### src/source/dct_macros.svh
`ifndef DCT_MACROS_SVH
`define DCT_MACROS_SVH

// sample and word widths
`define DCT_IN_W 10 // signed input pixel
`define DCT_MID_W 16 // transpose memory word
`define DCT_OUT_W 13 // final coefficient

// transpose memory, one page bit on top of a 6-bit block index
`define DCT_ADDR_W 7

// block geometry
`define DCT_N 8 // points per 1D pass
`define DCT_BLK 64 // samples per 8x8 block

`define DCT_COEF_W 16 // unsigned cosine magnitude

// kept product slice and final shift of each pass
`define DCT_S1_LSB 9
`define DCT_S1_SHIFT 3
`define DCT_S2_LSB 14
`define DCT_S2_SHIFT 8

// row latch to first result out of dct_1d_row
`define DCT_ROW_LAT 6

`endif

### src/source/dct_transpose_mem.sv
`timescale 1ns/1ps
`include "dct_macros.svh"

module dct_transpose_mem (
  input  logic                   clk,
  input  logic                   i_we,
  input  logic [`DCT_ADDR_W-1:0] i_waddr,
  input  logic [`DCT_MID_W-1:0]  i_wdata,
  input  logic [`DCT_ADDR_W-1:0] i_raddr,
  output logic [`DCT_MID_W-1:0]  o_rdata
);
  // two pages of one block each
  logic [`DCT_MID_W-1:0] mem [2*`DCT_BLK];

  always_ff @(posedge clk) begin
    if (i_we) begin
      mem[i_waddr] <= i_wdata;
    end
    o_rdata <= mem[i_raddr]; // registered read, one cycle
  end

endmodule

### config.mk
export PLATFORM = sky130hd
export DESIGN_NAME = dct_transpose_mem
export DESIGN_NICKNAME = d
export VERILOG_FILES = /design/src/source/dct_transpose_mem.sv
export VERILOG_INCLUDE_DIRS = /design/src /design/src/source
export SDC_FILE = /design/constraint.sdc
export NUM_CORES = 2
export LEC_CHECK = 0
export BUFFER_PORTS_ARGS = -buffer_cell sky130_fd_sc_hd__clkbuf_2
export CORE_MARGIN = 1.5
export CORE_UTILIZATION = 30
export DETAILED_ROUTE_END_ITERATION = 10
export GPL_TIMING_DRIVEN = 0
export SLEW_MARGIN = 20
export SYNTH_ARGS = -nofsm -noshare
export SYNTH_HDL_FRONTEND = slang
export SYNTH_SLANG_ARGS = --single-unit
### constraint.sdc
create_clock -name clk -period 3.2 [get_ports clk]
set_input_delay 0.32 -clock clk [delete_from_list [all_inputs] [get_ports clk]]
set_output_delay 0.32 -clock clk [all_outputs]
set_load 0.005 [all_outputs]
==> impl_results.md <==
* Starting Density at 0.302
* Syn avg cell area at 25.4 µm²
* VDD IR max at 0.605 mV
* Pin count of the biggest net entering global routing at 101
* Ys Warns at 0
* Synthesized area at 78500 µm²
* Total track usage at 0.153
* DR vias at 35900
* 1st-iter DRT viols at 4774
* Die width at 515 µm
* Vias per Instance at 5.02
* First-pass iteration count of the detailed router at 5
* Crit path max fanout at 14
* Total clock buffers created by CTS at 198
* Final Slew Violations at 0
* Top delay family on crit path: multiplexers
* Synth top area share at 0.783
* Grt total ovfl at 0
* Syn nets at 3118
* Post-synthesis sequential area ratio at 0.787
* Startpoint class of the critical path: input pin
* Worst-path clk slew at 0.06 ns
* Final #Nets at 3503
* Maximum clock frequency at 0.308 GHz
* Fraction of layout cells with a size suffix above 1 at 0.372
* Total die area at 265000 µm²
* Drt drc at 0
* Clk Latency, worst-skew pair at 0.84 ns
* CP Depth at 8
* Initial antenna violation count at 27
* Clk_skew at 0.0340 ns
* Sink Count at 2064
* Max incr delay on CP at 0.62 ns
* Core ar. at 260000 µm²
* Post-place setup slack at -1.57 ns
* Commonest non-fill, non-tap cells in the layout: 2048 x edfxtp_1, 672 x mux4_2, 201 x clkbuf_16
* Placed instance area at 85700 µm²
* Biggest area consumer among synthesized cells: edfxtp_1
* Final min period at 3.25 ns
* Worst Path Buf+Inv at 4
* Worst-margin pin slew at 1.22 ns
* Hold Path Stages at 1
* Worst hold slack at 0.0491 ns
* CTS Root Cell: clkbuf_16
* Final worst slack at -0.0509 ns
* CTS tree: done
* Critical path's slowest cell: mux4_2
* WL per Instance at 28.5 µm
* First-pass GRT wire length at 284000 µm
* Leak Pwr at 0.0279 µW
* Violated checks: negative setup slack
* Hpwl dp at 137000 µm
* Number of H-tree levels at 4
* Worst EP required at 3.90 ns
* Vias in the first global route at 36100
* Endpoints failing hold at 0
* Synth top area cells: edfxtp_1 78%, mux4_2 19%, nor2_1 0.58%
* Max_cap viols at 0
* ANT nets after route at 0
* CP dominant cell by count: mux4_2
* #FFs+latches synth at 2064
* Crit path cell chain: clkbuf_2 > clkbuf_2 > buf_16 > clkdlybuf4s15_2 > mux4_2 > mux4_2 > mux4_2 > mux2_2
* Critical Path End Type: flip-flop
* Worst Reg2Reg Path Length in Cells at 4
* RSZ-0062 raised after global routing: false
* Die height at 515 µm
* Synth-to-Final Area Change at 17.6%
* Port bufs at 37
* Cell count after synthesis at 3086
* Placer Congestion at 0.836
* Slew headroom at 0.184
* DRT Wirelength at 203000 µm
* Setup Crit Path Kind: input pin to flip-flop
* Final Instance Area at 92400 µm²
* Crit share post-route at 1.02
* Yosys cell types at 17
* Post-CTS Setup Repair Bufs at 0
* Pwr dens at 608 nW/µm²
* Floorplan row count at 187
* Most common cell after layout, fill and taps aside: edfxtp_1
* Finished Core Util at 0.355
* Critical path arrival at 3.95 ns
* Status: finished with violations
* Hold crit path type: input pin to flip-flop
* Max Root-Sink Buffers at 3
* Final total power at 56200 µW
* Final setup fails at 9
* I/O Pins at 48
## state kept, by name (all words and copies together) (netlist names)
register / count
mem: 2048
o_rdata: 16
## metal layers
metal / global-route usage / vias to the layer above / share of wire / routed length [µm]
li1: - / 14300 / - / -
met1: 0.209 / 19700 / 0.41 / 83300
met2: 0.244 / 1553 / 0.48 / 97100
met3: 0.0237 / 327 / 0.070 / 14200
met4: 0.0622 / 2 / 0.043 / 8690
met5: 0 / - / 0.000054 / 11
## cell type report
type | instances | area (µm²)
antenna | 12 | 30.0
clock inverter | 133 | 1240
sequential | 2064 | 61800
timing repair buffer | 186 | 2470
multi-input combinational | 858 | 16500
fill | 23400 | 168000
buffer | 163 | 763
tap | 3496 | 4370
clock buffer | 231 | 5170
## where the power goes
part	total, µW	switching [µW]	internal [µW]
sequential	29900	31.4	29800
clock	23200	10100	13100
combinational	3130	1940	1190
total	56200	12000	44100
## final timing paths
| check | start | endpoint | slack, ns |
|---|---|---|---|
| min | i_wdata[3] | mem[1][3] | 0.05 |
| max reg2reg | mem[95][3] | o_rdata[3] | 0.56 |
| max | i_raddr[2] | o_rdata[3] | -0.05 |
| min reg2reg | mem[111][11] | o_rdata[11] | 1.20 |
## synthesized netlist by cell type
cell type	n
buf_1	28
buf_2	52
buf_4	1
buf_6	1
clkbuf_1	82
dfxtp_1	16
edfxtp_1	2048
mux2_2	16
mux4_2	672
nand2_1	14
nand2b_1	2
nand3_1	12
nand4_1	3
nor2_1	122
nor2b_1	7
nor3_1	9
or3_1	1
## logic make-up (layout without fill, tap and decap cells)
group | Yosys count | count (layout) | share of synthesized area
flip-flops | 2064 | 2064 | 0.787
other | 0 | 12 | 0
buffers and inverters | 164 | 713 | 0.00881
AND/OR/NAND/NOR | 170 | 170 | 0.00888
multiplexers | 688 | 688 | 0.195
## through the flow
stage / cells / TNS [ns]
final: 7143 / -0.219
after detailed placement: 6754 / -46.17
after global routing: 7134 / 0
after floorplan: 3086 / 0
after CTS: 7132 / 0
after global placement: 6619 / -1265.15
## worst reg2reg max path, cell delays in order, from the launching register on
cell,delay [ns]
edfxtp_1,0.36
mux4_2,0.54
mux4_2,0.58
mux4_2,0.64
mux2_2,0.38
## what timing repair did
item | 4_1_cts | 5_1_grt
resized for setup | 19 | 3
setup endpoints to repair | 16 | 3
endpoints found under the hold margin | 502 | 0
hold buffers | 14 | 0
Power figures use the tool's default switching activity.
