File: config.mk
export PLATFORM = sky130hd
export DESIGN_NAME = dct_coef_rom
export DESIGN_NICKNAME = d
export VERILOG_FILES = /design/src/source/dct_pkg.sv /design/src/source/dct_coef_rom.sv
export VERILOG_INCLUDE_DIRS = /design/src /design/src/source
export SDC_FILE = /design/constraint.sdc
export NUM_CORES = 1
export LEC_CHECK = 0
export BUFFER_PORTS_ARGS = -buffer_cell sky130_fd_sc_hd__buf_2
export CORE_ASPECT_RATIO = 1.1
export CORE_MARGIN = 4
export CORE_UTILIZATION = 44
export DETAILED_ROUTE_END_ITERATION = 7
export GPL_ROUTABILITY_DRIVEN = 0
export PLACE_DENSITY_LB_ADDON = 0.3
export SLEW_MARGIN = 10
export SYNTH_ARGS = -nofsm -noshare
export SYNTH_HDL_FRONTEND = slang
export SYNTH_SLANG_ARGS = --single-unit
File: constraint.sdc
create_clock -name clk -period 1.22 [get_ports clk]
set_clock_uncertainty 0.2 [all_clocks]
set_input_delay 0.244 -clock clk [delete_from_list [all_inputs] [get_ports clk]]
set_output_delay 0.244 -clock clk [all_outputs]
set_load 0.01 [all_outputs]
File: src/source/dct_macros.svh
`ifndef DCT_MACROS_SVH
`define DCT_MACROS_SVH

// sample and word widths
`define DCT_IN_W 10 // signed input pixel
`define DCT_MID_W 16 // transpose memory word
`define DCT_OUT_W 13 // final coefficient

// transpose memory, one page bit on top of a 6-bit block index
`define DCT_ADDR_W 7

// block geometry
`define DCT_N 8 // points per 1D pass
`define DCT_BLK 64 // samples per 8x8 block

`define DCT_COEF_W 16 // unsigned cosine magnitude

// kept product slice and final shift of each pass
`define DCT_S1_LSB 9
`define DCT_S1_SHIFT 3
`define DCT_S2_LSB 14
`define DCT_S2_SHIFT 8

// row latch to first result out of dct_1d_row
`define DCT_ROW_LAT 6

`endif

File: src/source/dct_pkg.sv
`include "dct_macros.svh"

package dct_pkg;

  // one multiplier constant, sign kept apart from the magnitude
  typedef struct packed {
    logic                   neg; // product gets negated
    logic [`DCT_COEF_W-1:0] mag;
  } coef_sm_s;

  // rom stores the flat word, datapath splits it
  typedef union packed {
    logic [`DCT_COEF_W:0] raw;
    coef_sm_s             sm;
  } coef_word_u;

  // four multipliers work on one output at a time
  typedef coef_word_u [`DCT_N/2-1:0] coef_quad_t;

  // output index inside a row, 0..7
  typedef logic [2:0] phase_t;

endpackage

File: src/source/dct_coef_rom.sv
`timescale 1ns/1ps
`include "dct_macros.svh"

module dct_coef_rom (
  input  logic                clk,
  input  dct_pkg::phase_t     i_phase,
  output dct_pkg::coef_quad_t o_coef
);
  // cos(k*pi/16) scaled by 2^16
  localparam logic [`DCT_COEF_W-1:0] C4 = 16'd46341;
  localparam logic [`DCT_COEF_W-1:0] S7 = 16'd64277; // = C1
  localparam logic [`DCT_COEF_W-1:0] C3 = 16'd54491;
  localparam logic [`DCT_COEF_W-1:0] S3 = 16'd36410; // = C5
  localparam logic [`DCT_COEF_W-1:0] C7 = 16'd12785;
  localparam logic [`DCT_COEF_W-1:0] S6 = 16'd60547; // = C2
  localparam logic [`DCT_COEF_W-1:0] C6 = 16'd25080;

  function automatic dct_pkg::coef_word_u cw(
    input logic                   neg,
    input logic [`DCT_COEF_W-1:0] mag
  );
    dct_pkg::coef_word_u w;
    w.raw = {neg, mag}; // sign on top
    return w;
  endfunction

  // entries listed from multiplier 3 down to multiplier 0
  // multiplier j works on the pair (x_j, x_7-j)
  always_ff @(posedge clk) begin
    case (i_phase)
      3'd0: o_coef <= {cw(1'b0, C4), cw(1'b0, C4), cw(1'b0, C4), cw(1'b0, C4)}; // dc
      3'd1: o_coef <= {cw(1'b0, C7), cw(1'b0, S3), cw(1'b0, C3), cw(1'b0, S7)};
      3'd2: o_coef <= {cw(1'b1, S6), cw(1'b1, C6), cw(1'b0, C6), cw(1'b0, S6)};
      3'd3: o_coef <= {cw(1'b1, S3), cw(1'b1, S7), cw(1'b1, C7), cw(1'b0, C3)};
      3'd4: o_coef <= {cw(1'b0, C4), cw(1'b1, C4), cw(1'b1, C4), cw(1'b0, C4)};
      3'd5: o_coef <= {cw(1'b0, C3), cw(1'b0, C7), cw(1'b1, S7), cw(1'b0, S3)};
      3'd6: o_coef <= {cw(1'b1, C6), cw(1'b0, S6), cw(1'b1, S6), cw(1'b0, C6)};
      default: o_coef <= {cw(1'b1, S7), cw(1'b0, C3), cw(1'b1, S3), cw(1'b0, C7)}; // k=7
    endcase
  end

endmodule

==> impl_results.md <==
- Dominant cell type by area after synthesis: dfxtp_1
- Antenna Violating Nets Remaining: 0
- Ports placed on the boundary: roughly 70
- Clk sink count: 44
- Area growth syn-to-layout: 47.6%
- Die ar.: 0.00427 mm²
- Combined global-route utilization of all metal layers: 0.140
- Detail-routed via count per cell: roughly 4.4
- Max-cap violations: 0
- Starting density of the core: 0.467
- Met2 track utilization from global routing: 0.260
- FF+latch area: ~920 µm²
- Sequence of cells on the critical path: buf_6
- Worst Setup End Kind: output pin
- Violated checks: negative setup slack
- Minimum period implied by the final worst setup slack: roughly 1.3 ns
- Multi-input gate area in the final layout: just over 300 µm²
- Min-Delay Path Class: input port to flop
- Half-perimeter wire length of the detailed placement result: approximately 2.1 mm
- Highest fanout seen on the critical path: 4
- Post-synth net total: 141
- Cell at the root of the clock tree: clkbuf_4
- Maximum number of pins on one net before global-route repair: 14
- Combinational share of power: 0.174
- Worst slack on hold paths: approximately 0.034 ns
- Largest delay share family, worst path: flip-flops
- Critical-path cell with the highest stage delay: dfxtp_4
- Maximum cell stage delay along the critical path: 0.40 ns
- Number of buffers inserted by post-CTS setup repair: 0
- Layer with the highest usage after global routing: met2
- Share of total power consumed by net switching: 0.231
- Number of pins exceeding their max-slew limit in the final report: 0
- Internal Dissipation: ~2.4 mW
- Number of flip-flops in the largest register: 44
- Count of distinct cell types in the synthesized netlist: 26
- Post-Synthesis Cell Area: approximately 0.0014 mm²
- Total setup violations reported at the end of the flow: 66
- Final Hold Fails: 0
- Number of register bits inferred by synthesis: 44
- Share of post-route cells with drive strength above 1: 0.625
- Antenna violations before repair: 0
- Global-route congestion overflow total: 0
- Data arrival time at the worst-slack endpoint: 0.85 ns
- Number of DRC violations after detailed-routing iteration 0: 21
- Setup slack after placement: -0.00854 ns
- Top Registers: o_coef: 44 flops
- Number of buffers on the longest clock path: 2
- GRT met1 Usage: 0.132
- Start point of the worst min-delay path: i_phase[1]
- Die Y: roughly 70 µm
- Clk network pwr share: 0.309
- Required @ worst endpoint: 0.78 ns
- Setup TNS after final layout: -1.75 ns
- Number of global-route vias before repair: approximately 1000
- Setup CP Type: flop to output pin
- Met3 capacity usage during global routing: 0.0542
- Area share of the largest cell type after synthesis: 0.608
- Static Leakage: 1.05 nW
- Top cells by instance count after synthesis: dfxtp_1 (44), buf_4 (28), nand2_1 (14), a21oi_1 (6), inv_1 (6)
- Reported net switching power: between 0.7 and 0.8 mW
- Antenna fix cells: 0
- Mean Syn Cell Area: between 10 and 15 µm²
- Yosys warns: 0
- Fraction of registers with async set or reset after synthesis: 0
- Worst-path clk slew: 0.12 ns
- Largest register by flop count: o_coef
- Total Nets Final: 195
- Count of flip-flops with a built-in enable after synthesis: 0
- Fillers: ~230
- Number of clock buffers inserted by TritonCTS: 5
- Row cnt: 21
- PwrDens: roughly 1500 mW/mm²
- Sequential area share after synthesis: 0.608
- Total number of vias: a little under 1000
- H-tree Lvls: 2
- Width of the chip: about 63 µm
- Total Routed Length: roughly 3.0 mm
- Residual DRC count: 0
- DR pass1 iterations: 4
- Total core area: 0.00310 mm²
- Maximum clock rate: 770 MHz
- Final worst-path cycle share: 1.06
- Leading cell types by total area after synthesis: dfxtp_1 (61%), buf_4 (15%), nand2_1 (3.6%), nand2b_1 (2.2%), a21oi_1 (2.1%)
- Worst setup path startpoint: o_coef[61]
- Result of the run: complete, but fails checks
- Setup repair after global routing missed its margin: true
- Category of the worst setup path launch point: flop
- Sequential share of power: 0.516
- Peak ir drop on the vdd network: between 0.7 and 0.8 mV
- Library cell with the highest instance count after synthesis: dfxtp_1
- Synth Instances: 137
- IO Port Bufs: 70
- Main flop type after synthesis: dfxtp_1
- Final setup margin: -0.0790 ns
- Wire per inst: 13.1 µm
- TritonCTS clock tree: done
- Critical path buffers and inverters: 1
- Utilization after layout: 0.689
- Global-route wire length before repair: 4.46 mm
final timing paths:
path,slack [ns],end,cells after the start
worst max-delay path,-0.08,o_coef[42],1
worst min-delay path,0.03,o_coef[62],3
placed cells by master (no fill, tap or decap), types with 4 or more instances in the layout:
master / n
a21oi_1: 6
buf_2: 22
buf_4: 6
buf_6: 48
clkbuf_4: 5
dfxtp_1: 15
dfxtp_2: 27
inv_1: 6
nand2_1: 14
nand2b_1: 5
nor2_1: 5
o21ai_0: 4
layer usage:
metal	wire length, µm	vias to the layer above	part of all wire
li1	-	500	-
met1	1020	449	0.34
met2	1680	41	0.57
met3	206	5	0.069
met4	55	0	0.019
met5	0	-	0
cell families (layout without fill, tap and decap cells):
kind of cell    count (synthesis)  count (layout)  synth area share
compound gates                 14              14            0.0536
xor+xnor                        3               3            0.0233
buf+inv                        40              95             0.183
flops                          44              44             0.608
mux                             2               2            0.0138
other cells                     1               1           0.00259
simple gates                   33              33             0.115
area by class of cell:
type / count / share of cell area
well taps: 34 / 0.0199
flip-flops and latches: 44 / 0.431
repair buffers: 79 / 0.349
multi-input cells: 53 / 0.141
clock buffers: 7 / 0.0304
inverters: 8 / 0.0141
clock inverters: 1 / 0.0141
power groups by stage:
stage	registers [mW]	logic (mW)	clock network, mW
after floorplan	1.67	0.233	0
after global placement	1.60	0.414	0
after detailed placement	1.61	0.417	0
after CTS	1.61	0.512	0.988
after global routing	1.63	0.589	1.06
final	1.62	0.546	0.969
per-stage QoR:
stage	area (µm²)	total power [mW]	std cells
after floorplan	1450	1.90	137
after global placement	1690	2.02	217
after detailed placement	1690	2.03	217
after CTS	2030	3.11	226
after global routing	2140	3.28	226
final	2140	3.13	226
timing repair:
item | 4_1_cts | 5_1_grt
endpoints found under the hold margin | 1 | 0
hold buffers | 1 | 0
resized for setup | 52 | 27
pin swaps | 0 | 0
endpoints found under the setup margin | 67 | 67
Note: power is estimated with default switching activity, not from simulation.
