## src/source/dct_macros.svh

```systemverilog
`ifndef DCT_MACROS_SVH
`define DCT_MACROS_SVH

// sample and word widths
`define DCT_IN_W 10 // signed input pixel
`define DCT_MID_W 16 // transpose memory word
`define DCT_OUT_W 13 // final coefficient

// transpose memory, one page bit on top of a 6-bit block index
`define DCT_ADDR_W 7

// block geometry
`define DCT_N 8 // points per 1D pass
`define DCT_BLK 64 // samples per 8x8 block

`define DCT_COEF_W 16 // unsigned cosine magnitude

// kept product slice and final shift of each pass
`define DCT_S1_LSB 9
`define DCT_S1_SHIFT 3
`define DCT_S2_LSB 14
`define DCT_S2_SHIFT 8

// row latch to first result out of dct_1d_row
`define DCT_ROW_LAT 6

`endif

```

## src/source/dct_pkg.sv

```systemverilog
`include "dct_macros.svh"

package dct_pkg;

  // one multiplier constant, sign kept apart from the magnitude
  typedef struct packed {
    logic                   neg; // product gets negated
    logic [`DCT_COEF_W-1:0] mag;
  } coef_sm_s;

  // rom stores the flat word, datapath splits it
  typedef union packed {
    logic [`DCT_COEF_W:0] raw;
    coef_sm_s             sm;
  } coef_word_u;

  // four multipliers work on one output at a time
  typedef coef_word_u [`DCT_N/2-1:0] coef_quad_t;

  // output index inside a row, 0..7
  typedef logic [2:0] phase_t;

endpackage

```

## src/source/dct_out_ctrl.sv

```systemverilog
`timescale 1ns/1ps
`include "dct_macros.svh"

module dct_out_ctrl (
  input  logic                   clk,
  input  logic                   i_rst_n,
  input  logic                   i_en,
  input  logic                   i_start, // last write of stage one
  input  logic                   i_page,
  output logic [`DCT_ADDR_W-1:0] o_raddr,
  output logic                   o_latch,
  output logic                   o_odd,
  output dct_pkg::phase_t        o_phase,
  output logic                   o_dv,
  output logic                   o_pre_first_out
);
  // 1 read, 8 samples, 1 latch, then the row pipeline
  localparam int PRE_DLY = 9 + `DCT_ROW_LAT;

  logic                   rd_page;
  logic [`DCT_ADDR_W-2:0] rd_cnt; // {column, row}
  logic                   rd_busy;
  logic                   rd_end;
  logic                   lat_p; // column read, data one cycle behind
  logic [PRE_DLY-1:0]     start_sr;
  logic [PRE_DLY-1:0]     end_sr;
  dct_pkg::phase_t        ph;

  assign rd_end          = rd_busy && (rd_cnt == '1);
  assign o_raddr         = {rd_page, rd_cnt[2:0], rd_cnt[5:3]}; // transposed
  assign o_pre_first_out = start_sr[PRE_DLY-1];
  assign o_odd           = ph[0];

  always_ff @(posedge clk or negedge i_rst_n) begin
    if (!i_rst_n) begin
      rd_page  <= 1'b0;
      rd_cnt   <= '0;
      rd_busy  <= 1'b0;
      lat_p    <= 1'b0;
      o_latch  <= 1'b0;
      start_sr <= '0;
      end_sr   <= '0;
      o_dv     <= 1'b0;
    end else if (!i_en) begin
      rd_page  <= 1'b0;
      rd_cnt   <= '0;
      rd_busy  <= 1'b0;
      lat_p    <= 1'b0;
      o_latch  <= 1'b0;
      start_sr <= '0;
      end_sr   <= '0;
      o_dv     <= 1'b0;
    end else begin
      if (i_start) begin
        rd_page <= i_page; // page just filled
        rd_cnt  <= '0;
        rd_busy <= 1'b1;
      end else if (rd_busy) begin
        rd_cnt  <= rd_cnt + 1'b1;
        rd_busy <= !rd_end;
      end
      lat_p    <= rd_busy && (rd_cnt[2:0] == 3'd7);
      o_latch  <= lat_p; // memory read latency
      start_sr <= {start_sr[PRE_DLY-2:0], i_start};
      end_sr   <= {end_sr[PRE_DLY-2:0], rd_end};
      // stays high across back-to-back blocks
      o_dv <= o_pre_first_out || (o_dv && !end_sr[PRE_DLY-1]);
    end
  end

  always_ff @(posedge clk or negedge i_rst_n) begin
    if (!i_rst_n) begin
      ph      <= '0;
      o_phase <= '0;
    end else begin
      ph      <= o_latch ? '0 : ph + 1'b1;
      o_phase <= ph;
    end
  end

endmodule

```

## config.mk

```make
export PLATFORM = sky130hd
export DESIGN_NAME = dct_out_ctrl
export DESIGN_NICKNAME = d
export VERILOG_FILES = /design/src/source/dct_pkg.sv /design/src/source/dct_out_ctrl.sv
export VERILOG_INCLUDE_DIRS = /design/src /design/src/source
export SDC_FILE = /design/constraint.sdc
export NUM_CORES = 1
export LEC_CHECK = 0
export ABC_AREA = 1
export BUFFER_PORTS_ARGS = -buffer_cell sky130_fd_sc_hd__buf_2
export CORE_ASPECT_RATIO = 1.75
export CORE_UTILIZATION = 31
export CTS_BUF_LIST = sky130_fd_sc_hd__clkbuf_4 sky130_fd_sc_hd__clkbuf_8
export CTS_CLUSTER_DIAMETER = 60
export CTS_CLUSTER_SIZE = 24
export DETAILED_ROUTE_END_ITERATION = 10
export GPL_ROUTABILITY_DRIVEN = 0
export GPL_TIMING_DRIVEN = 0
export PLACE_DENSITY = 0.5
export RECOVER_POWER = 25
export REMOVE_ABC_BUFFERS = 1
export SYNTH_ARGS = -nofsm -noshare
export SYNTH_HDL_FRONTEND = slang
export SYNTH_SLANG_ARGS = --single-unit
```

## constraint.sdc

```tcl
create_clock -name clk -period 1.36 [get_ports clk]
set_input_delay 0.272 -clock clk [delete_from_list [all_inputs] [get_ports clk]]
set_output_delay 0.272 -clock clk [all_outputs]
set_load 0.01 [all_outputs]
```

==> flow_summary.json <==
{
  "status": "completed",
  "drive_above_1_share": 0.178,
  "power.density_nw_per_um2": 1330,
  "cts_sinks": 47,
  "ys_warn_count": 0,
  "start_util": 0.325,
  "cts_tree": "yes",
  "antenna_found_initial": 0,
  "cts_buffer_depth": 2,
  "max_slew_margin": 0.309,
  "rsz0062_at_grt": "false",
  "finClkSkew_ns": 0.00755,
  "yosys.area.top_type": "dfrtp_1",
  "drt-total-wl_um": 2600,
  "reg2reg_depth": 4,
  "crit_cells": 1,
  "viasPerCell": 3.99,
  "placed_area_um2": 1870,
  "drt_pre_antenna_iters": 4,
  "drc_errors": 0,
  "finalSetupViolations": 0,
  "syn-cell-area_um2": 1720,
  "area_growth_pct": 15.5,
  "dieArea_um2": 5870,
  "cp_top_family": "flip-flops",
  "busiest_layer": "met2",
  "drv_slew": 0,
  "cp-end-kind": "output port",
  "post-route-util": 0.376,
  "port-buffer-count": 18,
  "period_needed_ns": 1.18,
  "synth_top_area_frac": 0.683,
  "grt_util_met3": 0.0347,
  "grt_usage": 0.105,
  "ys_ff_latch": 47,
  "max_clock_freq_mhz": 850,
  "hold_slack_ns": 0.154,
  "fp.dieW_um": 58.4,
  "p_leak_nw": 1.24,
  "cap_violations": 0,
  "ir_drop_mv": 0.698,
  "required_ns": 1.09,
  "drtIter0Drc": 48,
  "yosysUniqueCellTypes": 21,
  "worst_pin_slew_ns": 1.04,
  "grt_max_degree": 48,
  "grt_overflow_total": 0,
  "worstSkewPairLatency_ns": 0.29,
  "cp.arrival_ns": 0.90,
  "wire_per_inst_um": 10.0,
  "cts_setup_buffers": 0,
  "cts_root_buf": "clkbuf_8",
  "syn_inst": 164,
  "tns_ns": 0,
  "grt_pass1_wl_um": 4460,
  "ctsHtreeMaxLevel": 2,
  "hold_viol_final": 0,
  "path_max_fanout": 6,
  "dp.final_hpwl_um": 1610,
  "hold_path.class": "in2async",
  "path_clk_slew_ns": 0.09,
  "cp.buffers_inverters": 1,
  "use_met1": 0.127,
  "ys_seq_area_frac": 0.683,
  "final_nets": 192,
  "path_class": "reg2out",
  "rows": 35,
  "final_common_cell": "dfrtp_1",
  "num_vias": 1034,
  "min_period_over_period": 0.865,
  "mostFrequentLayoutCells": "47 x dfrtp_1, 37 x nand2_1, 37 x inv_1",
  "chipHeight_um": 101,
  "cts_hold_buf": 0,
  "gr-usage-met2": 0.161,
  "max_stage_delay_ns": 0.45,
  "final_area_um2": 1990,
  "synthTopCellsByArea": "dfrtp_1 68%, inv_1 8.1%, nand2_1 8.1%, nor2_1 3.1%, ha_1 2.2%",
  "start_kind": "register",
  "numCtsBuffers": 5,
  "cp_cell_sequence": "buf_2",
  "grt_pass1_vias": 975,
  "postCtsResizedCells": 0,
  "pin_count": 19,
  "syn_area_per_cell_um2": 10.5,
  "num_antenna_cells": 0,
  "ant_nets": 0,
  "slowest_stage": "dfrtp_1",
  "core_area_um2": 5300
}
==> state kept, by name (all words and copies together), names as in the netlist <==
| name | cells |
|---|---|
| end_sr | 15 |
| o_latch | 1 |
| ph | 3 |
| o_phase | 3 |
| o_dv | 1 |
| start_sr | 15 |
| rd_page | 1 |
| rd_busy | 1 |
| lat_p | 1 |
| rd_cnt | 6 |
==> path summary, 6_finish.rpt <==
kind	start	to	slack, ns
worst min-delay path	i_rst_n	start_sr[13]$_DFF_PN0_	0.15
min in group clk	i_page	rd_page$_DFFE_PN0P_	0.21
worst max-delay path	rd_cnt[3]$_DFFE_PN0P_	o_raddr[0]	0.18
worst min register to register	ph[1]$_DFF_PN0_	o_phase[1]$_DFF_PN0_	0.38
worst max register to register	rd_cnt[1]$_DFFE_PN0P_	rd_cnt[2]$_DFFE_PN0P_	0.21
max in group asynchronous	i_rst_n	end_sr[3]$_DFF_PN0_	0.57
==> cells in the mapped netlist <==
| cell | n |
|---|---|
| buf_4 | 3 |
| a22o_1 | 1 |
| nand3b_4 | 1 |
| nand2_1 | 37 |
| nor2_4 | 1 |
| xnor2_1 | 1 |
| inv_2 | 2 |
| nor4_2 | 1 |
| nand3_2 | 1 |
| o21ai_1 | 3 |
| nand3_1 | 2 |
| o21ai_0 | 1 |
| ha_1 | 3 |
| inv_1 | 37 |
| nor3_1 | 1 |
| nand4_1 | 1 |
| a21oi_1 | 4 |
| dfrtp_1 | 47 |
| nand2_2 | 1 |
| nor2_1 | 14 |
| buf_2 | 2 |
==> power by group <==
| part | switching, mW | internal, mW | leakage (nW) | total, mW |
|---|---|---|---|---|
| Sequential | 0.0227 | 1.44 | 0.646 | 1.46 |
| Clock | 0.447 | 0.595 | 0.0612 | 1.04 |
| Combinational | 0.0967 | 0.0483 | 0.536 | 0.145 |
==> cell families after synthesis <==
| family | Yosys count | share of synthesized area |
|---|---|---|
| AO/OA/AOI/OAI | 9 | 0.0283 |
| XOR/XNOR | 1 | 0.00508 |
| adder cells (fa/ha/maj) | 3 | 0.0218 |
| buffers and inverters | 44 | 0.104 |
| flip-flops | 47 | 0.683 |
| AND/OR/NAND/NOR | 60 | 0.158 |
==> metal layers <==
layer | routed length [um] | up-vias
li1 | - | 512
met3 | 118 | 4
met5 | 0 | -
met1 | 1160 | 493
met2 | 1250 | 25
met4 | 62 | 0
==> final cells by class <==
cell class,count,area (um2)
clock buffers,6,82.6
inverters,39,146
fillers,534,3310
clock inverters,2,35.0
multi-input cells,73,368
flip-flops and latches,47,1180
repair buffers,18,90.1
well taps,74,92.6
==> per-stage QoR <==
step / total power, mW / cells / setup slack (ns)
6_report: 2.65 / 259 / 0.184
3_5_place_dp: 1.64 / 251 / -0.0570
3_3_place_gp: 1.64 / 251 / -0.0401
5_1_grt: 2.78 / 259 / 0.103
2_1_floorplan: 1.56 / 159 / 0.218
4_1_cts: 2.70 / 259 / 0.171
(Power assumes the default switching activity.)
