## src/source/dct_macros.svh

```systemverilog
`ifndef DCT_MACROS_SVH
`define DCT_MACROS_SVH

// sample and word widths
`define DCT_IN_W 10 // signed input pixel
`define DCT_MID_W 16 // transpose memory word
`define DCT_OUT_W 13 // final coefficient

// transpose memory, one page bit on top of a 6-bit block index
`define DCT_ADDR_W 7

// block geometry
`define DCT_N 8 // points per 1D pass
`define DCT_BLK 64 // samples per 8x8 block

`define DCT_COEF_W 16 // unsigned cosine magnitude

// kept product slice and final shift of each pass
`define DCT_S1_LSB 9
`define DCT_S1_SHIFT 3
`define DCT_S2_LSB 14
`define DCT_S2_SHIFT 8

// row latch to first result out of dct_1d_row
`define DCT_ROW_LAT 6

`endif

```

## src/source/dct_pkg.sv

```systemverilog
`include "dct_macros.svh"

package dct_pkg;

  // one multiplier constant, sign kept apart from the magnitude
  typedef struct packed {
    logic                   neg; // product gets negated
    logic [`DCT_COEF_W-1:0] mag;
  } coef_sm_s;

  // rom stores the flat word, datapath splits it
  typedef union packed {
    logic [`DCT_COEF_W:0] raw;
    coef_sm_s             sm;
  } coef_word_u;

  // four multipliers work on one output at a time
  typedef coef_word_u [`DCT_N/2-1:0] coef_quad_t;

  // output index inside a row, 0..7
  typedef logic [2:0] phase_t;

endpackage

```

## src/source/dct_1d_row.sv

```systemverilog
`timescale 1ns/1ps
`include "dct_macros.svh"

module dct_1d_row #(
  parameter int IN_W      = 10,
  parameter int OUT_W     = 16,
  parameter int PROD_LSB  = 9,
  parameter int RND_SHIFT = 3
) (
  input  logic                       clk,
  input  logic signed [IN_W-1:0]     i_data,
  input  logic                       i_latch, // 8 samples of a row in sr
  input  logic                       i_odd,   // difference instead of sum
  input  dct_pkg::coef_quad_t        i_coef,
  output logic signed [OUT_W-1:0]    o_data
);
  localparam int NP     = `DCT_N / 2; // butterfly pairs
  localparam int SUM_W  = IN_W + 1; // pair sum, no overflow
  localparam int PROD_W = SUM_W + `DCT_COEF_W; // full magnitude product
  localparam int SL_W   = PROD_W - PROD_LSB; // kept upper slice
  localparam int P_W    = SL_W + 1; // slice with sign back on
  localparam int ACC_W  = P_W + 2; // after the 4-input adder tree
  localparam int RND_W  = ACC_W - RND_SHIFT;

  logic signed [IN_W-1:0]  sr [`DCT_N]; // sr[0] newest
  logic signed [IN_W-1:0]  xr [`DCT_N]; // held row, xr[N-1] is x0
  logic signed [SUM_W-1:0] bfly [NP];
  logic [SUM_W-1:0]        mag [NP];
  logic                    neg [NP]; // sign of the sum/difference
  logic [PROD_W-1:0]       full [NP];
  logic signed [P_W-1:0]   prod [NP];
  logic signed [ACC_W-2:0] acc_a;
  logic signed [ACC_W-2:0] acc_b;
  logic signed [ACC_W-1:0] acc;
  logic signed [RND_W-1:0] rnd;

  // input shift and row capture
  always_ff @(posedge clk) begin
    sr[0] <= i_data;
    for (int i = 1; i < `DCT_N; i++) begin
      sr[i] <= sr[i-1];
    end
    if (i_latch) begin
      xr <= sr; // stays put for the 8 outputs of the row
    end
  end

  // butterfly, pair j is (x_j, x_7-j)
  always_ff @(posedge clk) begin
    for (int j = 0; j < NP; j++) begin
      if (i_odd) begin
        bfly[j] <= xr[`DCT_N-1-j] - xr[j]; // x_j - x_7-j
      end else begin
        bfly[j] <= xr[`DCT_N-1-j] + xr[j];
      end
    end
  end

  // sign-magnitude split, -2^IN_W still fits the unsigned magnitude
  always_ff @(posedge clk) begin
    for (int j = 0; j < NP; j++) begin
      neg[j] <= bfly[j][SUM_W-1];
      mag[j] <= bfly[j][SUM_W-1] ? -bfly[j] : bfly[j];
    end
  end

  always_comb begin
    for (int j = 0; j < NP; j++) begin
      full[j] = mag[j] * i_coef[j].sm.mag; // unsigned multiply
    end
  end

  // drop low bits of the magnitude, i.e. truncate toward zero
  always_ff @(posedge clk) begin
    for (int j = 0; j < NP; j++) begin
      if (neg[j] ^ i_coef[j].sm.neg) begin
        prod[j] <= -$signed({1'b0, full[j][PROD_W-1:PROD_LSB]});
      end else begin
        prod[j] <= $signed({1'b0, full[j][PROD_W-1:PROD_LSB]});
      end
    end
  end

  // two-level adder tree
  always_ff @(posedge clk) begin
    acc_a <= prod[0] + prod[1];
    acc_b <= prod[2] + prod[3];
    acc   <= acc_a + acc_b;
  end

  // round half up: add back the last bit shifted out
  assign rnd    = acc[ACC_W-1:RND_SHIFT] + acc[RND_SHIFT-1];
  assign o_data = rnd[OUT_W-1:0]; // upper bits wrap

endmodule

```

## config.mk

```make
export PLATFORM = sky130hd
export DESIGN_NAME = dct_1d_row
export DESIGN_NICKNAME = d
export VERILOG_FILES = /design/src/source/dct_pkg.sv /design/src/source/dct_1d_row.sv
export VERILOG_INCLUDE_DIRS = /design/src /design/src/source
export SDC_FILE = /design/constraint.sdc
export NUM_CORES = 2
export LEC_CHECK = 0
export BUFFER_PORTS_ARGS = -buffer_cell sky130_fd_sc_hd__buf_4
export CORE_MARGIN = 5
export CORE_UTILIZATION = 50
export DETAILED_ROUTE_END_ITERATION = 8
export GPL_TIMING_DRIVEN = 0
export PLACE_DENSITY = 0.66
export SLEW_MARGIN = 10
export SYNTH_ARGS = -nofsm -noshare
export SYNTH_HDL_FRONTEND = slang
export SYNTH_SLANG_ARGS = --single-unit
```

## constraint.sdc

```tcl
create_clock -name clk -period 8.28 [get_ports clk]
set_input_delay 1.242 -clock clk [delete_from_list [all_inputs] [get_ports clk]]
set_output_delay 1.242 -clock clk [all_outputs]
set_load 0.1 [all_outputs]
```

==> results.txt <==
* Critical path data required time: 8.70 ns
- Max-cap violations in this run came to 0.
- From synthesis to final layout, the design area changed by 8.59%.
* Count of cell types in the netlist: 84
- The congestion estimate from routability-driven global placement came to 0.916.
- The number of hold-slack violations in the final timing report was 0.
- The clock passes through at most 3 buffers.
* Reg2Reg Depth: 24
* Top-level port count: 97
- In the routed design, unresolved DRC markers number 0.
- Timing would allow up to 132 MHz.
- Average cell area after synthesis: 9.32 um2
* TritonCTS sink count: 383
- In the global route stage, overall resource usage came out at 0.220.
- For the pin with the worst max-slew slack, the measured transition is 1.06 ns.
* Post-layout min period: 7.57 ns
- Yosys attributes the largest share of cell area to fa_1 26%, dfxtp_1 16%, ha_1 12%.
- In this run the most critical hold path is launched from sr[32]$_DFF_P_.
* Final net count: 5,141
* Post-synthesis instance total: 4,071
- The tightest min-delay check is of the flop to flop type.
- Summed over all failing endpoints, the final setup total negative slack is 0 ns.
- The worst setup path is launched from an input port.
- Ys flop type: dfxtp_1
* Chip Width: 285 um
* Routed via count: 27,200
* Largest net degree at the start of global routing: 81
- Number of design-rule violations left by the first detailed-router iteration: 1,479
* Root Driver: clkbuf_16
- Counting flops with an async set or reset pin after synthesis yields a share of 0.
* Area fraction of the dominant cell type after synthesis: 0.265
- Core area: 75,600 um2
- Count of final setup violators: 0
- Dpl hpwl: 73.4 mm
- Of the available clock period, the critical path in the final layout requires 0.915.
- The endpoint identified for the worst register-to-register timing path is prod[2][14]$_DFF_P_.
- Hold-critical path depth: 0
* Endpoint of the worst hold-timing path: sr[22]$_DFF_P_
- Worst EP arrival: 7.99 ns
- The number of max-slew violations in the final report was 0.
- Using the TritonRoute via totals, the vias-per-cell ratio works out to 5.22.
* FP Rows: 101
- Starting density of the core: 0.502
* Most common cell after layout, fill and taps aside: inv_1
* Count of TritonRoute iterations in the first routing pass: 5
- Fraction of final layout cells with drive strength greater than 1: 0.0451
- After clock tree synthesis, the clock-pin slew on the worst setup and hold paths is 0.06 ns.
- For flop-to-flop paths, the worst setup slack is 0.77 ns.
- The Yosys step of the flow raised 0 warnings.
* Post-CTS repair timing setup buffer count: 0
- Area of the die: 81,500 um2
* Post-detailed-routing wire length: 89.1 mm
- Buffers added on ports: 93
- Between clock sinks in the finished design, the worst skew comes to 0.0301 ns.
- Wire length of the first global-routing pass: 145 mm
* Final standard cell area without fillers: 41,200 um2
- Yosys top cell by area: fa_1
- Once detail routing completed, the nets flagged for antenna violations numbered 0.
* Via count of the first global-routing pass: 27,600
- Later-pin clock latency in the skew report: 0.57 ns
- Part of the Yosys area used for sequential elements: 0.223
* Number of antenna violations at the first check in global routing: 1
* Flop and latch count out of synthesis: 383
* Most frequent cells in the layout: 690 x inv_1, 502 x fa_1, 471 x nand2_1, 355 x ha_1, 339 x and2_1
- Category of the worst setup path capture point: flop
- Once placement finished, the instance area stood at 39,900 um2.
* Unrepaired setup endpoints after global routing: false
* Critical path start-end classification: input port to flop
* TritonCTS buffer count: 37
- The number of nets in the synthesized netlist is 5,009.
* Routed wire per std cell: 17.1 um
* Vertical die dimension: 285 um
- Final core utilization: 0.545
- Critical path fanouts, max: 10
* Relative slew margins: 0.293
- The H-tree was split into 2 levels.
* TritonCTS clock tree: done
* Result of the run: completed
* Total congestion overflow after global routing: 0
- The synthesized netlist occupies a cell area of 37,900 um2.
- Number of enable flip-flop cells after synthesis: 80
* Smallest hold slack: 0.343 ns
- The startpoint identified for the worst register-to-register timing path is mag[2][2]$_DFF_P_.
* Number of gates given a new drive strength after cts: 0
- Count of hold-fix buffers inserted at cts: 0
-- stage by stage --
step	worst slack, ns	std cells
2_1_floorplan	1.06	4071
3_3_place_gp	0.209	5142
3_5_place_dp	0.201	5142
4_1_cts	0.740	5210
5_1_grt	0.291	5211
6_report	0.708	5211
-- worst max-delay path, cell delays in order --
cell	delay, ns
buf_4	0.10
clkbuf_1	0.43
nand2_1	0.16
fa_1	0.57
inv_1	0.06
fa_1	0.51
fa_1	0.54
fa_1	0.54
inv_1	0.05
fa_1	0.54
inv_1	0.05
ha_1	0.38
and2_1	0.20
and3_1	0.19
nand3_1	0.11
a31oi_1	0.57
o21a_1	0.23
o311ai_0	0.33
or3b_1	0.48
nor4_1	0.37
a31oi_1	0.18
xnor2_1	0.16
-- worst max path at each step --
stage / slack [ns] / from / cells past startpoint / endpoint
2_1_floorplan: 1.06 / i_coef[41] / 24 / prod[2][14]$_DFF_P_
3_3_place_gp: 0.21 / i_coef[41] / 25 / prod[2][14]$_DFF_P_
3_5_place_dp: 0.20 / i_coef[41] / 25 / prod[2][14]$_DFF_P_
4_1_cts: 0.74 / i_coef[41] / 25 / prod[2][14]$_DFF_P_
5_1_grt: 0.29 / i_coef[41] / 25 / prod[2][14]$_DFF_P_
6_report: 0.71 / i_coef[59] / 22 / prod[3][17]$_DFF_P_
-- registers in the layout, indices dropped and copies added (netlist names) --
register,flops
acc_b,19
neg,4
sr,80
acc,17
bfly,44
prod,76
xr,80
acc_a,19
mag,44
-- layout make-up --
class	count	area (um2)
diodes	1	2.50
plain buffers	142	552
clock buffers	44	1000
clock inverters	24	332
fillers	6897	34400
inverters	690	2590
multi-input cells	2856	26300
flip-flops and latches	383	8470
well taps	978	1220
repair buffers	93	698
-- synth_stat cells (6+ instances only) --
library cell  count
inv_1           690
fa_1            502
nand2_1         471
ha_1            355
and2_1          339
dfxtp_1         303
xnor2_1         211
nor2_1          154
clkbuf_1        134
a21oi_1         131
o21ai_0         111
edfxtp_1         80
xor2_1           75
nor3_1           51
a21o_1           39
nand3_1          31
and3_1           26
nand2b_1         26
nor2b_1          24
a31oi_1          23
nand4_1          21
o21a_1           21
or3_1            20
a21boi_0         19
o31ai_1          18
a211oi_1         15
o21bai_1         11
and4_1            9
mux2i_1           9
or2_2             9
o211ai_1          7
nor3b_1           6
nor4_1            6
o22ai_1           6
-- kinds of logic after synthesis --
family,after synthesis,share of synthesized area
AND/OR/NAND/NOR,1223,0.161
adder cells (fa/ha/maj),857,0.382
buffers and inverters,832,0.0828
AO/OA/AOI/OAI,476,0.0813
flip-flops,383,0.223
XOR/XNOR,287,0.0666
multiplexers,13,0.00356
-- metal layers --
layer,part of all wire,vias up,global-route usage
li1,-,13100,-
met1,0.45,13300,0.307
met2,0.47,641,0.370
met3,0.051,121,0.0295
met4,0.024,0,0.0482
met5,0,-,0
Power is left out: the tool's default activity adds up to more than one toggle a clock period on the data nets, which glitch-free logic cannot reach.
