===== src/source/dct_macros.svh =====
`ifndef DCT_MACROS_SVH
`define DCT_MACROS_SVH

// sample and word widths
`define DCT_IN_W 10 // signed input pixel
`define DCT_MID_W 16 // transpose memory word
`define DCT_OUT_W 13 // final coefficient

// transpose memory, one page bit on top of a 6-bit block index
`define DCT_ADDR_W 7

// block geometry
`define DCT_N 8 // points per 1D pass
`define DCT_BLK 64 // samples per 8x8 block

`define DCT_COEF_W 16 // unsigned cosine magnitude

// kept product slice and final shift of each pass
`define DCT_S1_LSB 9
`define DCT_S1_SHIFT 3
`define DCT_S2_LSB 14
`define DCT_S2_SHIFT 8

// row latch to first result out of dct_1d_row
`define DCT_ROW_LAT 6

`endif


===== src/source/dct_pkg.sv =====
`include "dct_macros.svh"

package dct_pkg;

  // one multiplier constant, sign kept apart from the magnitude
  typedef struct packed {
    logic                   neg; // product gets negated
    logic [`DCT_COEF_W-1:0] mag;
  } coef_sm_s;

  // rom stores the flat word, datapath splits it
  typedef union packed {
    logic [`DCT_COEF_W:0] raw;
    coef_sm_s             sm;
  } coef_word_u;

  // four multipliers work on one output at a time
  typedef coef_word_u [`DCT_N/2-1:0] coef_quad_t;

  // output index inside a row, 0..7
  typedef logic [2:0] phase_t;

endpackage


===== src/source/dct_in_ctrl.sv =====
`timescale 1ns/1ps
`include "dct_macros.svh"

module dct_in_ctrl (
  input  logic                   clk,
  input  logic                   i_rst_n,
  input  logic                   i_en,
  input  logic                   i_start,
  output logic                   o_latch,
  output logic                   o_odd,
  output dct_pkg::phase_t        o_phase,
  output logic                   o_we,
  output logic [`DCT_ADDR_W-1:0] o_waddr,
  output logic                   o_last_in,
  output logic                   o_done,
  output logic                   o_page
);
  localparam int LD = `DCT_ROW_LAT - 1; // latch to we register input

  logic [`DCT_ADDR_W-2:0] in_cnt; // index of the sample now on the input
  logic                   in_busy;
  logic [LD-1:0]          lat_sr;
  logic [`DCT_ADDR_W-1:0] wr_addr; // {page, row, k}
  dct_pkg::phase_t        ph;

  assign o_last_in = in_busy && (in_cnt == (`DCT_ADDR_W-1)'(`DCT_BLK - 1));
  assign o_done    = o_we && (wr_addr[`DCT_ADDR_W-2:0] == (`DCT_ADDR_W-1)'(`DCT_BLK - 1));
  assign o_page    = wr_addr[`DCT_ADDR_W-1]; // page of the block being written
  assign o_waddr   = wr_addr;
  assign o_odd     = ph[0];

  always_ff @(posedge clk or negedge i_rst_n) begin
    if (!i_rst_n) begin
      in_cnt  <= '0;
      in_busy <= 1'b0;
      o_latch <= 1'b0;
      lat_sr  <= '0;
      o_we    <= 1'b0;
      wr_addr <= '0;
    end else if (!i_en) begin
      in_cnt  <= '0;
      in_busy <= 1'b0;
      o_latch <= 1'b0;
      lat_sr  <= '0;
      o_we    <= 1'b0;
      wr_addr <= '0; // back to page 0
    end else begin
      if (i_start) begin
        in_cnt  <= 1; // sample 0 is on the input now
        in_busy <= 1'b1;
      end else if (in_busy) begin
        in_cnt  <= in_cnt + 1'b1;
        in_busy <= !o_last_in;
      end
      o_latch <= in_busy && (in_cnt[2:0] == 3'd7); // row complete in sr
      lat_sr  <= {lat_sr[LD-2:0], o_latch};
      // 8 writes per row, runs on if the next row is already due
      o_we <= lat_sr[LD-1] || (o_we && (wr_addr[2:0] != 3'd7));
      if (o_we) begin
        wr_addr <= wr_addr + 1'b1; // carry into msb flips the page
      end
    end
  end

  // phase restarts with each row, else free running
  always_ff @(posedge clk or negedge i_rst_n) begin
    if (!i_rst_n) begin
      ph      <= '0;
      o_phase <= '0;
    end else begin
      ph      <= o_latch ? '0 : ph + 1'b1;
      o_phase <= ph; // rom adds one more cycle
    end
  end

endmodule


===== config.mk =====
export PLATFORM = sky130hd
export DESIGN_NAME = dct_in_ctrl
export DESIGN_NICKNAME = d
export VERILOG_FILES = /design/src/source/dct_pkg.sv /design/src/source/dct_in_ctrl.sv
export VERILOG_INCLUDE_DIRS = /design/src /design/src/source
export SDC_FILE = /design/constraint.sdc
export NUM_CORES = 1
export LEC_CHECK = 0
export BUFFER_PORTS_ARGS = -buffer_cell sky130_fd_sc_hd__buf_2
export CAP_MARGIN = 20
export CELL_PAD_IN_SITES_DETAIL_PLACEMENT = 1
export CELL_PAD_IN_SITES_GLOBAL_PLACEMENT = 1
export CORE_UTILIZATION = 38
export DETAILED_ROUTE_END_ITERATION = 16
export PLACE_DENSITY = 0.82
export SLEW_MARGIN = 20
export SYNTH_ARGS = -nofsm -noshare
export SYNTH_HDL_FRONTEND = slang
export SYNTH_SLANG_ARGS = --single-unit

===== constraint.sdc =====
create_clock -name clk -period 1.1 [get_ports clk]
set_input_delay 0.22 -clock clk [delete_from_list [all_inputs] [get_ports clk]]
set_output_delay 0.22 -clock clk [all_outputs]
set_load 0.01 [all_outputs]

==> flow_summary.html <==
<table>
<tr><th>Metric</th><th>Value</th></tr>
<tr><th colspan="2">Pwr</th></tr>
<tr><td>Maximum ir drop on the vdd rail</td><td>560 uV</td></tr>
<tr><td>Static leakage</td><td>0.831 nW</td></tr>
<tr><td>Total power</td><td>1.67 mW</td></tr>
<tr><td>Power per cell area</td><td>975 mW/mm^2</td></tr>
<tr><th colspan="2">Floorplan</th></tr>
<tr><td>Height of the die</td><td>56.9 um</td></tr>
<tr><td>Floorplan Core Area</td><td>0.00281 sq mm</td></tr>
<tr><td>Die boundary width</td><td>56.9 um</td></tr>
<tr><td>Full die area</td><td>0.00324 sq mm</td></tr>
<tr><td>Effective utilization at floorplan</td><td>0.408</td></tr>
<tr><td>Boundary pin count</td><td>20</td></tr>
<tr><td>Number of placement rows</td><td>19</td></tr>
<tr><th colspan="2">Job</th></tr>
<tr><td>Max-cap check violation count</td><td>0</td></tr>
<tr><th colspan="2">Setup path</th></tr>
<tr><td>Critical path data arrival time</td><td>1.35 ns</td></tr>
<tr><td>Peak fanout along the critical path</td><td>3</td></tr>
<tr><td>Buffers plus inverters on the worst setup path</td><td>1</td></tr>
<tr><td>Crit path max-delay family</td><td>flip-flops</td></tr>
<tr><td>Required @ worst endpoint</td><td>0.88 ns</td></tr>
<tr><td>Delay of the slowest cell on the worst path</td><td>0.47 ns</td></tr>
<tr><td>Start-to-end type of the worst setup path</td><td>flop to primary output</td></tr>
<tr><td>Cell-by-cell listing of the critical path</td><td>nand3_1 -&gt; nor2_4 -&gt; and2_4 -&gt; buf_6</td></tr>
<tr><td>Critical-path cell with the highest stage delay</td><td>sky130_fd_sc_hd__dfrtp_1</td></tr>
<tr><td>Crit end category</td><td>primary output</td></tr>
<tr><td>Sort of element at the start of the critical path</td><td>flop</td></tr>
<tr><th colspan="2">Timing</th></tr>
<tr><td>Final hold vios</td><td>0</td></tr>
<tr><td>Shortest clock period the worst path allows after layout</td><td>1.57 ns</td></tr>
<tr><td>Max Fclk</td><td>637 MHz</td></tr>
<tr><td>Unrepaired setup endpoints after global routing</td><td>true</td></tr>
<tr><td>Clock Skews</td><td>0.000828 ns</td></tr>
<tr><td>Transition time of the tightest slew-check pin</td><td>0.231 ns</td></tr>
<tr><td>Final Max Slew Viols</td><td>0</td></tr>
<tr><td>Remaining max-slew budget at the tightest pin</td><td>0.844</td></tr>
<tr><td>Number of setup violations in the final report</td><td>26</td></tr>
<tr><td>Ratio of final minimum period to clock period</td><td>1.43</td></tr>
<tr><td>Final worst slack</td><td>-0.471 ns</td></tr>
<tr><th colspan="2">Routing</th></tr>
<tr><td># DRC</td><td>2</td></tr>
<tr><td>Count of nets left with antenna violations after detail routing</td><td>0</td></tr>
<tr><td>Total iterations of the first detailed-routing run</td><td>10</td></tr>
<tr><td>Vias</td><td>866</td></tr>
<tr><td>Final wirelength</td><td>3200 um</td></tr>
<tr><td>Wire per inst</td><td>18.5 um</td></tr>
<tr><td>DRC violation total after the first TritonRoute iteration</td><td>21</td></tr>
<tr><td>Routed via count divided by cell count</td><td>5.01</td></tr>
<tr><th colspan="2">Run status</th></tr>
<tr><td>Failing checks</td><td>DRC, setup timing</td></tr>
<tr><td>Outcome</td><td>finished, violations left</td></tr>
<tr><th colspan="2">Global routing</th></tr>
<tr><td>Leftover overflow at the end of global routing</td><td>0</td></tr>
<tr><td>Wire length of the first global-routing pass</td><td>4840 um</td></tr>
<tr><td>Number of global-route vias before repair</td><td>975</td></tr>
<tr><td>Initial antenna violation count</td><td>0</td></tr>
<tr><td>Global-route usage over all layers</td><td>0.204</td></tr>
<tr><td>Pin count of the biggest net entering global routing</td><td>28</td></tr>
<tr><th colspan="2">Layout</th></tr>
<tr><td>Count of filler cells inserted in the layout</td><td>291</td></tr>
<tr><td>Final #Nets</td><td>152</td></tr>
<tr><td>Antenna diodes</td><td>0</td></tr>
<tr><td>Layout cells sized above 1</td><td>0.479</td></tr>
<tr><td>Final Core Density</td><td>0.612</td></tr>
<tr><td>Area growth from synthesis to layout</td><td>49.9%</td></tr>
<tr><th colspan="2">Synth</th></tr>
<tr><td>Cells taking the most area after synthesis</td><td>sky130_fd_sc_hd__dfrtp_1 (59%), sky130_fd_sc_hd__ha_1 (5.5%), sky130_fd_sc_hd__and2_1 (4.4%)</td></tr>
<tr><td>Cells after Synth</td><td>94</td></tr>
<tr><td>Netlist area before placement</td><td>0.00114 sq mm</td></tr>
<tr><td>Yosys top cell area share</td><td>0.590</td></tr>
<tr><td>Unique masters post-synth</td><td>23</td></tr>
<tr><td>Main flop type after synthesis</td><td>sky130_fd_sc_hd__dfrtp_1</td></tr>
<tr><td>Total number of yosys warnings</td><td>0</td></tr>
<tr><td>Post-synth EDFFs</td><td>0</td></tr>
<tr><td>Fraction of the yosys area taken by sequential cells</td><td>0.590</td></tr>
<tr><td>Most numerous cell types in the synthesized netlist</td><td>sky130_fd_sc_hd__dfrtp_1 (27), sky130_fd_sc_hd__and2_1 (8), sky130_fd_sc_hd__nor2_1 (8)</td></tr>
<tr><td>Cell type with the highest aggregate area in the netlist</td><td>sky130_fd_sc_hd__dfrtp_1</td></tr>
<tr><td>Synth async-reset ratio</td><td>1.00</td></tr>
<tr><td>Most repeated cell in the gate-level netlist after synthesis</td><td>sky130_fd_sc_hd__dfrtp_1</td></tr>
<tr><td>Post-synthesis sequential element count</td><td>27</td></tr>
<tr><td>Mapped Nets</td><td>103</td></tr>
<tr><td>Mean area per synthesized cell</td><td>12.2 sq um</td></tr>
<tr><th colspan="2">Placed design</th></tr>
<tr><td>Final GP Congestion</td><td>0.781</td></tr>
<tr><td>Pre-CTS setup slack</td><td>-0.155 ns</td></tr>
<tr><td>Port-buffer cells</td><td>19</td></tr>
<tr><td>HPWL reported at the end of detailed placement</td><td>1750 um</td></tr>
<tr><th colspan="2">CTS</th></tr>
<tr><td>Clock tree buffer depth</td><td>2</td></tr>
<tr><td>Number of buffers added by the clock tree synthesis step</td><td>3</td></tr>
<tr><td>Clock network latency to the later pin of the worst-skew pair</td><td>0.33 ns</td></tr>
<tr><td>Count of H-tree levels built during CTS</td><td>1</td></tr>
<tr><td>Root buffer cell</td><td>sky130_fd_sc_hd__clkbuf_4</td></tr>
<tr><td>Clock input transition at the sequential cells of the worst setup and hold paths</td><td>0.15 ns</td></tr>
<tr><td>Clock tree from TritonCTS</td><td>yes</td></tr>
<tr><td>TritonCTS Sinks</td><td>27</td></tr>
<tr><th colspan="2">Min path</th></tr>
<tr><td>Hold Path Class</td><td>input pin to flop</td></tr>
</table>
==> path summary, 6_finish.rpt <==
| path | from | end | slack [ns] | cells past startpoint |
|---|---|---|---|---|
| worst max-delay path | in_cnt[2] | o_last_in | -0.47 | 4 |
| worst min-delay path | i_start | in_cnt[0] | 0.11 | 2 |
| worst max register to register | o_waddr[1] | o_waddr[2] | -0.32 | 6 |
| worst min register to register | ph[1] | o_phase[1] | 0.41 | 0 |
| max in group asynchronous | i_rst_n | o_waddr[2] | 0.59 | 3 |
| min in group asynchronous | i_rst_n | o_phase[2] | 0.34 | 3 |
==> sequential cells by signal, indices dropped and copies added (netlist names) <==
name	cells
ph	3
o_phase	3
in_cnt	6
o_waddr	7
o_we	1
o_latch	1
in_busy	1
lat_sr	5
==> stage by stage <==
step | cell area [sq um] | setup TNS [ns] | std cells | hold WS [ns]
global placement | 1380 | -0.258 | 152 | 0.175
floorplan | 1180 | -0.270 | 94 | -0.0756
finish | 1720 | -4.12 | 173 | 0.106
detailed placement | 1380 | -0.690 | 152 | 0.179
global route | 1720 | -5.67 | 173 | 0.117
CTS | 1620 | -4.41 | 171 | 0.117
==> worst reg2reg max path: stages (launching register included) <==
cell,delay [ns]
sky130_fd_sc_hd__dfrtp_1,0.46
sky130_fd_sc_hd__ha_4,0.20
sky130_fd_sc_hd__buf_6,0.11
sky130_fd_sc_hd__buf_6,0.11
sky130_fd_sc_hd__ha_4,0.23
sky130_fd_sc_hd__mux2i_1,0.14
sky130_fd_sc_hd__nor2b_1,0.08
==> logic make-up (layout without fill, tap and decap cells) <==
family                   after synthesis  in the layout  share of synthesized area
XOR/XNOR                               7              7                     0.0536
flip-flops                            27             27                      0.590
buffers and inverters                  4             52                     0.0262
adder cells (fa/ha/maj)                5              5                     0.0546
AND/OR/NAND/NOR                       39             39                      0.195
AO/OA/AOI/OAI                          7              7                     0.0371
multiplexers                           5              5                     0.0437
==> per-layer routing <==
layer  global-route usage  vias to the layer above  part of all wire  wire [um]
li1                     -                      413                 -          -
met1                0.232                      433              0.38       1230
met2                0.383                       14              0.58       1850
met3               0.0207                        6             0.020         64
met4               0.0801                        0             0.018         57
met5                    0                        -                 0          0
==> cells in the final DEF, fill, tap and decap left out, types with 3 or more instances in the layout <==
cell and n:
sky130_fd_sc_hd__dfrtp_1 25, sky130_fd_sc_hd__buf_6 21, sky130_fd_sc_hd__buf_4 13, sky130_fd_sc_hd__buf_2 12, sky130_fd_sc_hd__and2_1 8, sky130_fd_sc_hd__nor2_1 6, sky130_fd_sc_hd__nand2_1 5, sky130_fd_sc_hd__mux2i_1 5
sky130_fd_sc_hd__nor2b_1 4, sky130_fd_sc_hd__xor2_1 4, sky130_fd_sc_hd__ha_4 4, sky130_fd_sc_hd__xnor2_1 3, sky130_fd_sc_hd__nand4_1 3, sky130_fd_sc_hd__clkbuf_4 3
==> what timing repair did <==
action / CTS / global route
pin swaps: 12 / 16
hold buffers: 1 / 0
setup buffers: 14 / 11
hold endpoints to repair: 27 / 0
setup endpoints to repair: 22 / 30
cloned: 0 / 0
resized for setup: 22 / 25
==> area by class of cell <==
class / count / area (sq um) / share of cell area
Clock buffer: 3 / 22.5 / 0.0131
Clock inverter: 1 / 7.51 / 0.00437
Timing Repair Buffer: 48 / 424 / 0.247
Sequential cell: 27 / 678 / 0.395
Multi-Input combinational cell: 63 / 546 / 0.318
Tap cell: 31 / 38.8 / 0.0226
==> report_power, final <==
part	switching (mW)	internal [mW]	leakage (nW)	total (mW)
Combinational	0.0900	0.0847	0.452	0.175
Clock	0.306	0.139	0.0139	0.445
Sequential	0.0242	1.03	0.365	1.05
Total	0.420	1.25	0.831	1.67
(Power assumes the default switching activity.)
